**src/iqc_pkg.sv**
```systemverilog
package iqc_pkg;

  // default widths that the top level overrides.
  localparam int default_queue_id = 3;
  localparam int default_addr_width = 32;
  localparam int default_qtd_width = 16;
  localparam int default_data_width = 32;
  localparam int default_id_width = 8;
  localparam int default_tag_width = 8;

  // configuration kind carried on conf_valid for an input queue.
  localparam logic [1:0] conf_kind_input = 2'd1;

  // lines fetched by one read request and the address step.
  localparam int lines_per_request = 4;

  // line buffer holds 2**buffer_depth_bits entries.
  localparam int buffer_depth_bits = 6;

  // free entries kept in reserve before a new request may go out.
  localparam int fit_margin = 8;

  // below this fill level the user port only offers data every other cycle.
  localparam int almost_empty_level = 2;

endpackage

```
**src/conf_decoder.sv**
```systemverilog
`timescale 1ns/1ps

module conf_decoder import iqc_pkg::*; #(
  parameter int queue_id = default_queue_id,
  parameter int addr_width = default_addr_width,
  parameter int qtd_width = default_qtd_width,
  parameter int id_width = default_id_width
) (
  input  logic                                    clk,
  input  logic                                    rst_internal,
  input  logic [1:0]                              conf_valid,
  input  logic [addr_width+qtd_width+id_width-1:0] conf,
  output logic                                    conf_ready,
  output logic [addr_width-1:0]                   base_addr,
  output logic [qtd_width-1:0]                    line_total
);

  logic accept;

  // word layout is {address, quantity, id}.
  assign accept = (conf_valid == conf_kind_input) &&
                  (conf[id_width-1:0] == id_width'(queue_id));

  always_ff @(posedge clk) begin
    if (rst_internal) begin
      conf_ready <= 1'b0;
      base_addr <= '0;
      line_total <= '0;
    end else begin
      if (accept) begin
        conf_ready <= 1'b1;
        line_total <= conf[id_width +: qtd_width];
        base_addr <= conf[id_width+qtd_width +: addr_width];
      end
    end
  end

  // once configured the queue stays configured until the next reset.
  conf_ready_sticky: assert property (
    @(posedge clk) $fell(conf_ready) |-> $past(rst_internal)
  ) else $error("conf_ready dropped without reset.");

endmodule

```
**src/input_queue_controller.sv**
```systemverilog
`timescale 1ns/1ps

module input_queue_controller import iqc_pkg::*; #(
  parameter int queue_id = default_queue_id,
  parameter int addr_width = default_addr_width,
  parameter int qtd_width = default_qtd_width,
  parameter int data_width = default_data_width,
  parameter int id_width = default_id_width,
  parameter int tag_width = default_tag_width
) (
  input  logic                                     clk,
  input  logic                                     rst_internal,
  input  logic                                     start,
  input  logic [1:0]                               conf_valid,
  input  logic [addr_width+qtd_width+id_width-1:0] conf,
  input  logic                                     available_read,
  output logic                                     has_rd_pending,
  output logic                                     request_read,
  output logic [addr_width+tag_width-1:0]          request_data,
  input  logic                                     read_data_valid,
  input  logic [tag_width-1:0]                     read_queue_id,
  input  logic [data_width-1:0]                    read_data,
  output logic                                     acc_user_available_read,
  input  logic                                     acc_user_request_read,
  output logic [data_width-1:0]                    acc_user_read_data,
  output logic                                     acc_user_read_data_valid,
  output logic                                     done
);

  logic                  conf_ready;
  logic [addr_width-1:0] base_addr;
  logic [qtd_width-1:0]  line_total;
  logic                  tagged_valid;

  conf_decoder #(
    .queue_id(queue_id),
    .addr_width(addr_width),
    .qtd_width(qtd_width),
    .id_width(id_width)
  ) conf_decoder_i (
    .clk(clk),
    .rst_internal(rst_internal),
    .conf_valid(conf_valid),
    .conf(conf),
    .conf_ready(conf_ready),
    .base_addr(base_addr),
    .line_total(line_total)
  );

  read_requester #(
    .queue_id(queue_id),
    .addr_width(addr_width),
    .qtd_width(qtd_width),
    .tag_width(tag_width)
  ) read_requester_i (
    .clk(clk),
    .rst_internal(rst_internal),
    .start(start),
    .conf_ready(conf_ready),
    .base_addr(base_addr),
    .line_total(line_total),
    .available_read(available_read),
    .user_read(acc_user_request_read),
    .tagged_valid(tagged_valid),
    .request_read(request_read),
    .request_data(request_data),
    .has_rd_pending(has_rd_pending)
  );

  line_buffer #(
    .queue_id(queue_id),
    .qtd_width(qtd_width),
    .data_width(data_width),
    .tag_width(tag_width)
  ) line_buffer_i (
    .clk(clk),
    .rst_internal(rst_internal),
    .start(start),
    .line_total(line_total),
    .read_data_valid(read_data_valid),
    .read_queue_id(read_queue_id),
    .read_data(read_data),
    .acc_user_request_read(acc_user_request_read),
    .acc_user_available_read(acc_user_available_read),
    .acc_user_read_data(acc_user_read_data),
    .acc_user_read_data_valid(acc_user_read_data_valid),
    .tagged_valid(tagged_valid),
    .done(done)
  );

endmodule

```
**src/line_buffer.sv**
```systemverilog
`timescale 1ns/1ps

module line_buffer import iqc_pkg::*; #(
  parameter int queue_id = default_queue_id,
  parameter int qtd_width = default_qtd_width,
  parameter int data_width = default_data_width,
  parameter int tag_width = default_tag_width
) (
  input  logic                  clk,
  input  logic                  rst_internal,
  input  logic                  start,
  input  logic [qtd_width-1:0]  line_total,
  input  logic                  read_data_valid,
  input  logic [tag_width-1:0]  read_queue_id,
  input  logic [data_width-1:0] read_data,
  input  logic                  acc_user_request_read,
  output logic                  acc_user_available_read,
  output logic [data_width-1:0] acc_user_read_data,
  output logic                  acc_user_read_data_valid,
  output logic                  tagged_valid,
  output logic                  done
);

  localparam int buffer_depth = 1 << buffer_depth_bits;

  logic [data_width-1:0]        mem [buffer_depth];
  logic [buffer_depth_bits-1:0] wr_ptr;
  logic [buffer_depth_bits-1:0] rd_ptr;
  logic [buffer_depth_bits:0]   fill;
  logic                         wr_en;
  logic [data_width-1:0]        wr_data;
  logic [qtd_width-1:0]         rx_count;
  logic                         rd_stage_valid;
  logic [data_width-1:0]        rd_stage_data;
  logic                         buffer_empty;

  assign tagged_valid = read_data_valid && (read_queue_id == tag_width'(queue_id));
  assign buffer_empty = fill == '0;
  // near empty the port skips a cycle after each read so the fill count can catch up.
  assign acc_user_available_read = (fill >= almost_empty_level) ? 1'b1 :
                                   (!buffer_empty && !rd_stage_valid);

  always_ff @(posedge clk) begin
    if (rst_internal) begin
      wr_en <= 1'b0;
      rx_count <= '0;
      done <= 1'b0;
    end else begin
      wr_en <= tagged_valid;
      if (tagged_valid) begin
        rx_count <= rx_count + 1'b1;
      end
      // a zero total means the queue was never configured.
      done <= start && (line_total != '0) && (rx_count >= line_total);
    end
  end

  always_ff @(posedge clk) begin
    if (tagged_valid) begin
      wr_data <= read_data;
    end
    if (wr_en) begin
      mem[wr_ptr] <= wr_data;
    end
    if (acc_user_request_read) begin
      rd_stage_data <= mem[rd_ptr];
    end
    acc_user_read_data <= rd_stage_data;
  end

  always_ff @(posedge clk) begin
    if (rst_internal) begin
      wr_ptr <= '0;
      rd_ptr <= '0;
      fill <= '0;
      rd_stage_valid <= 1'b0;
      acc_user_read_data_valid <= 1'b0;
    end else begin
      rd_stage_valid <= acc_user_request_read;
      acc_user_read_data_valid <= rd_stage_valid;
      if (wr_en) begin
        wr_ptr <= wr_ptr + 1'b1;
      end
      if (acc_user_request_read) begin
        rd_ptr <= rd_ptr + 1'b1;
      end
      case ({wr_en, acc_user_request_read})
        2'b10: fill <= fill + 1'b1;
        2'b01: fill <= fill - 1'b1;
        default: fill <= fill;
      endcase
    end
  end

  // the requester's fit check must keep the buffer from overflowing.
  no_write_when_full: assert property (
    @(posedge clk) disable iff (rst_internal) wr_en |-> (fill < buffer_depth)
  ) else $error("line buffer written while full.");

endmodule

```
**src/read_requester.sv**
```systemverilog
`timescale 1ns/1ps

module read_requester import iqc_pkg::*; #(
  parameter int queue_id = default_queue_id,
  parameter int addr_width = default_addr_width,
  parameter int qtd_width = default_qtd_width,
  parameter int tag_width = default_tag_width
) (
  input  logic                            clk,
  input  logic                            rst_internal,
  input  logic                            start,
  input  logic                            conf_ready,
  input  logic [addr_width-1:0]           base_addr,
  input  logic [qtd_width-1:0]            line_total,
  input  logic                            available_read,
  input  logic                            user_read,
  input  logic                            tagged_valid,
  output logic                            request_read,
  output logic [addr_width+tag_width-1:0] request_data,
  output logic                            has_rd_pending
);

  localparam int buffer_depth = 1 << buffer_depth_bits;
  localparam logic [addr_width-1:0] addr_step = addr_width'(lines_per_request);
  localparam logic [qtd_width-1:0] group_lines = qtd_width'(lines_per_request);
  localparam logic [qtd_width-1:0] lookahead = qtd_width'(2 * lines_per_request);
  localparam logic [buffer_depth_bits:0] pend_step = (buffer_depth_bits + 1)'(lines_per_request);
  localparam logic [buffer_depth_bits:0] fit_limit =
    (buffer_depth_bits + 1)'(buffer_depth - fit_margin);

  logic [addr_width-1:0]      addr_next;
  logic                       addr_loaded;
  logic [qtd_width-1:0]       count_req;
  logic                       issue_req;
  logic                       issue_req_next;
  logic [buffer_depth_bits:0] pending_user;
  logic [buffer_depth_bits:0] pending_resp;
  logic                       more_lines;
  logic                       more_lines_next;
  logic                       buffer_fit;
  logic                       fire;

  assign more_lines = count_req < line_total;
  // the count lags the issue flag by one group, so look two groups ahead.
  assign more_lines_next = (count_req + lookahead) < line_total;
  assign buffer_fit = pending_user < fit_limit;
  assign fire = issue_req && available_read && buffer_fit;

  always_ff @(posedge clk) begin
    if (rst_internal) begin
      addr_loaded <= 1'b0;
    end else if (conf_ready) begin
      addr_loaded <= 1'b1;
    end
  end

  always_ff @(posedge clk) begin
    if (conf_ready && !addr_loaded) begin
      addr_next <= base_addr;
    end else if (fire) begin
      addr_next <= addr_next + addr_step;
    end
    if (fire) begin
      request_data <= {addr_next, tag_width'(queue_id)};
    end
  end

  always_ff @(posedge clk) begin
    if (rst_internal) begin
      request_read <= 1'b0;
      count_req <= '0;
      issue_req <= 1'b0;
      issue_req_next <= 1'b0;
    end else begin
      issue_req <= start && conf_ready && addr_loaded && more_lines &&
                   available_read && buffer_fit;
      issue_req_next <= start && conf_ready && addr_loaded && more_lines_next &&
                        available_read && buffer_fit;
      request_read <= fire;
      if (fire) begin
        count_req <= count_req + group_lines;
        issue_req <= issue_req_next;
      end
    end
  end

  // lines requested and not yet taken by the user bound the buffer fill.
  always_ff @(posedge clk) begin
    if (rst_internal) begin
      pending_user <= '0;
      pending_resp <= '0;
      has_rd_pending <= 1'b0;
    end else begin
      case ({user_read, fire})
        2'b01: pending_user <= pending_user + pend_step;
        2'b10: pending_user <= pending_user - 1'b1;
        2'b11: pending_user <= pending_user + pend_step - 1'b1;
        default: pending_user <= pending_user;
      endcase
      case ({tagged_valid, fire})
        2'b01: pending_resp <= pending_resp + pend_step;
        2'b10: pending_resp <= pending_resp - 1'b1;
        2'b11: pending_resp <= pending_resp + pend_step - 1'b1;
        default: pending_resp <= pending_resp;
      endcase
      has_rd_pending <= pending_resp != '0;
    end
  end

  request_needs_available: assert property (
    @(posedge clk) disable iff (rst_internal) request_read |-> $past(available_read)
  ) else $error("request_read issued without available_read in the previous cycle.");

endmodule
```
**config.mk**
```make
export PLATFORM = sky130hd
export DESIGN_NAME = input_queue_controller
export DESIGN_NICKNAME = d
export VERILOG_FILES = /design/src/iqc_pkg.sv /design/src/conf_decoder.sv /design/src/input_queue_controller.sv /design/src/line_buffer.sv /design/src/read_requester.sv
export SDC_FILE = /design/constraint.sdc
export NUM_CORES = 2
export LEC_CHECK = 0
export ABC_CLOCK_PERIOD_IN_PS = 5600
export BUFFER_PORTS_ARGS = -buffer_cell sky130_fd_sc_hd__clkbuf_2
export CAP_MARGIN = 30
export CORE_ASPECT_RATIO = 0.6
export CORE_UTILIZATION = 39
export DETAILED_ROUTE_END_ITERATION = 10
export GPL_ROUTABILITY_DRIVEN = 0
export SLEW_MARGIN = 40
export SYNTH_ARGS = -nofsm -noshare
export SYNTH_HDL_FRONTEND = slang
export SYNTH_SLANG_ARGS = --single-unit
```
**constraint.sdc**
```tcl
create_clock -name clk -period 5.6 [get_ports clk]
set_input_delay 0.28 -clock clk [delete_from_list [all_inputs] [get_ports clk]]
set_output_delay 0.28 -clock clk [all_outputs]
set_load 0.05 [all_outputs]
```
==> impl_metrics.yaml <==
synthesis:
  yosysSeqAreaShare: 0.761
  synth_cell_type_count: 58
  share_of_the_synthesized_area_in_the_top_cell_type: 0.727
  synth_commonest_cells: "2,176 x sky130_fd_sc_hd__edfxtp_1, 573 x sky130_fd_sc_hd__mux4_2, 203 x sky130_fd_sc_hd__nand2_1"
  mappedNetlistArea_um2: 89900
  synth.avg_cell_area_um2: 20.6
  synth_edf_count: 2176
  yosys.cell_count.top_type: "sky130_fd_sc_hd__edfxtp_1"
  postSynthRegisterBits: 2329
  yosysWarningCount: 0
  synth_top_cell_by_area: "sky130_fd_sc_hd__edfxtp_1"
  ys_top_cells_by_area: "sky130_fd_sc_hd__edfxtp_1 73%, sky130_fd_sc_hd__mux4_2 14%, sky130_fd_sc_hd__dfxtp_1 3.4%"
  syn-instance-count: 4361
  async_flop_share: 0
  synthFlopType: "sky130_fd_sc_hd__edfxtp_1"
timing:
  setup_viol: 0
  fin_ws_ns: 1.76
  max_freq_ghz: 0.260
  period_share: 0.687
  clock-skew-final_ns: 0.0799
  hold_violations_final: 0
  drv_slew: 0
  final.hold.worst_slack_ns: 0.0705
  grt_setup_unrepaired: "false"
  final.setup.tns_ns: 0
  finalWorstPathRequiredPeriod_ns: 3.84
  timing.slew.headroom: 0.394
  slew_at_the_pin_closest_to_its_max_slew_limit_ns: 0.908
floorplanning:
  num_io_pins: 181
  fp.coreArea_um2: 229000
  initial_core_util: 0.392
  design.die.area_um2: 232000
  fp.dieH_um: 374
  std_cell_rows: 136
  die_w_um: 622
layout:
  final_area_um2: 104000
  num-nets-final: 4971
  layout_stage_area_growth_over_the_synthesis_result_pct: 15.3
  n_fill_cell: 19198
  final_cell_count_no_fill: 8026
  final_core_utilization: 0.452
  layout-drive-gt1-share: 0.265
pwr:
  power_density_nw_per_um2: 336
  worst_ir_drop_vdd_mv: 0.277
  power.leakage_nw: 32.0
  total_power_mw: 34.8
detailed_routing:
  drt_first_pass_iters: 7
  route.vias.total: 45630
  detailedRoute.firstIterationViolations: 5906
  routed_vias_inst: 5.69
  wl_um: 237000
  remaining_drc_errors: 0
  wire_per_inst_um: 29.5
  ant_nets: 0
critical_path:
  worst-endpoint-required_ns: 6.14
  startpoint_type: "register"
  ff2ff_path_depth: 6
  critPathKind: "reg -> reg"
  critPathLaunch: "line_buffer_i.rd_ptr[0]$_SDFFE_PP0P_"
  timing.rr.end: "line_buffer_i.rd_stage_data[21]$_DFFE_PP_"
  crit_fanout: 27
  regToRegStartpoint: "line_buffer_i.rd_ptr[0]$_SDFFE_PP0P_"
  regToRegSetupSlack_ns: 1.76
  crit_arrival_ns: 4.39
  endpoint_kind: "register"
  endpoint: "line_buffer_i.rd_stage_data[21]$_DFFE_PP_"
clocking:
  cts_tree: "built"
  clock-root-buffer: "sky130_fd_sc_hd__clkbuf_16"
  clockBufferDepth: 4
  cts.sink_count: 2329
  post_cts.resized_instances: 0
  clk_latency_ns: 0.86
  htreeDepth: 4
  clk_pin_slew_ns: 0.07
  cts_inserted_buffers: 215
worst_hold_path:
  min_path_type: "in -> reg"
global_routing:
  grt_remaining_overflow: 0
  grt_pass1_vias: 44872
  grt_total_usage: 0.202
  number_of_antenna_violations_at_the_first_check_in_global_routing: 12
  grt_first_pass_wirelength_um: 338000
  grt_start_max_net_pins: 127
placement:
  place.detailed.instances: 7522
  hpwlAfterDp_um: 136000
  io_buffer_count: 172
  dpl-instance-area_um2: 95900
  preCtsSetupSlack_ns: 1.68
flow_run:
  number_of_max_capacitance_violations_reported: 0
run_status:
  outcome: "finished clean"
[critical path, cell delays in order, from the launching register on]
cell and delay, ns:
sky130_fd_sc_hd__dfxtp_4 0.72, sky130_fd_sc_hd__buf_12 0.36, sky130_fd_sc_hd__buf_4 0.45, sky130_fd_sc_hd__mux4_2 0.57
sky130_fd_sc_hd__mux4_2 0.47, sky130_fd_sc_hd__a22oi_1 0.64, sky130_fd_sc_hd__nand2_1 0.23
[cell usage in the layout, fill, tap and decap left out, types with 15 or more instances in the layout]
cell	count
sky130_fd_sc_hd__buf_4	139
sky130_fd_sc_hd__a22oi_1	52
sky130_fd_sc_hd__inv_1	38
sky130_fd_sc_hd__edfxtp_1	2176
sky130_fd_sc_hd__a21oi_1	137
sky130_fd_sc_hd__mux2i_1	74
sky130_fd_sc_hd__buf_12	21
sky130_fd_sc_hd__dfxtp_1	148
sky130_fd_sc_hd__clkinv_1	48
sky130_fd_sc_hd__xnor2_1	41
sky130_fd_sc_hd__clkbuf_16	218
sky130_fd_sc_hd__nor2_1	98
sky130_fd_sc_hd__clkbuf_1	49
sky130_fd_sc_hd__a211oi_1	74
sky130_fd_sc_hd__clkbuf_2	170
sky130_fd_sc_hd__dlygate4sd3_1	98
sky130_fd_sc_hd__nor2_4	59
sky130_fd_sc_hd__clkinv_2	41
sky130_fd_sc_hd__nand3_1	34
sky130_fd_sc_hd__a21o_1	19
sky130_fd_sc_hd__xor2_1	50
sky130_fd_sc_hd__nor3_1	15
sky130_fd_sc_hd__o21ai_0	53
sky130_fd_sc_hd__mux4_2	573
sky130_fd_sc_hd__ha_1	61
sky130_fd_sc_hd__nand4_1	31
sky130_fd_sc_hd__nand2_1	203
sky130_fd_sc_hd__nor2b_1	70
[layer usage]
metal / wire, um / up-vias / part of all wire / track usage
li1: - / 18775 / - / -
met1: 109000 / 24427 / 0.46 / 0.318
met2: 101000 / 2143 / 0.43 / 0.285
met3: 23000 / 281 / 0.097 / 0.0479
met4: 3960 / 4 / 0.017 / 0.0364
met5: 26 / - / 0.00011 / 0
[final cells by class]
class	instances	area [um^2]	area share
Antenna cell	13	32.5	0.000314
Clock buffer	270	5680	0.0548
Clock inverter	119	882	0.00851
Inverter	41	156	0.00151
Multi-Input combinational cell	1762	20800	0.201
Sequential cell	2329	68400	0.660
Tap cell	3036	3800	0.0367
Timing Repair Buffer	456	3830	0.0369
[worst min-delay path by stage]
stage	slack [ns]	end	depth (start not counted)	startpoint
detailed placement	0.33	line_buffer_i.acc_user_read_data[23]$_DFF_P_	0	line_buffer_i.rd_stage_data[23]$_DFFE_PP_
CTS	0.0007	conf_decoder_i.base_addr[8]$_SDFFE_PP0P_	5	conf[7]
global route	0.06	conf_decoder_i.base_addr[18]$_SDFFE_PP0P_	5	conf[7]
finish	0.07	conf_decoder_i.base_addr[22]$_SDFFE_PP0P_	5	conf[7]
floorplan	0.32	line_buffer_i.acc_user_read_data[0]$_DFF_P_	0	line_buffer_i.rd_stage_data[0]$_DFFE_PP_
global placement	0.33	line_buffer_i.acc_user_read_data[18]$_DFF_P_	0	line_buffer_i.rd_stage_data[18]$_DFFE_PP_
[cells by family (layout without fill, tap and decap cells)]
group | Yosys count | count (layout) | share of synthesized area
compound gates | 356 | 356 | 0.0247
xor+xnor | 91 | 91 | 0.00887
fa+ha+maj | 62 | 62 | 0.00871
buf+inv | 276 | 886 | 0.0131
flops | 2329 | 2329 | 0.761
mux | 652 | 652 | 0.152
other cells | 2 | 21 | 0.0000835
simple gates | 593 | 593 | 0.0311
[repair_timing]
action	in CTS	in global routing
hold buffers	98	0
setup buffers	0	0
endpoints found under the hold margin	133	0
[registers in the layout, indices dropped and copies added, names as in the netlist, 6 cells and up]
| signal | flops |
|---|---|
| conf_decoder_i.line_total | 16 |
| line_buffer_i.rd_stage_data | 32 |
| line_buffer_i.fill | 7 |
| conf_decoder_i.base_addr | 32 |
| line_buffer_i.wr_ptr | 6 |
| read_requester_i.pending_resp | 7 |
| line_buffer_i.wr_data | 32 |
| read_requester_i.addr_next | 32 |
| read_requester_i.pending_user | 7 |
| line_buffer_i.rd_ptr | 6 |
| read_requester_i.count_req | 14 |
| line_buffer_i.rx_count | 16 |
| line_buffer_i.mem | 2048 |
| read_requester_i.request_data | 32 |
| line_buffer_i.acc_user_read_data | 32 |
[where the power goes]
group / internal [mW] / leakage, nW / switching (mW)
combinational: 0.860 / 7.93 / 0.895
clock: 7.68 / 3.21 / 6.46
sequential: 18.8 / 20.8 / 0.0891
total: 27.3 / 32.0 / 7.44
(Power assumes the default switching activity.)
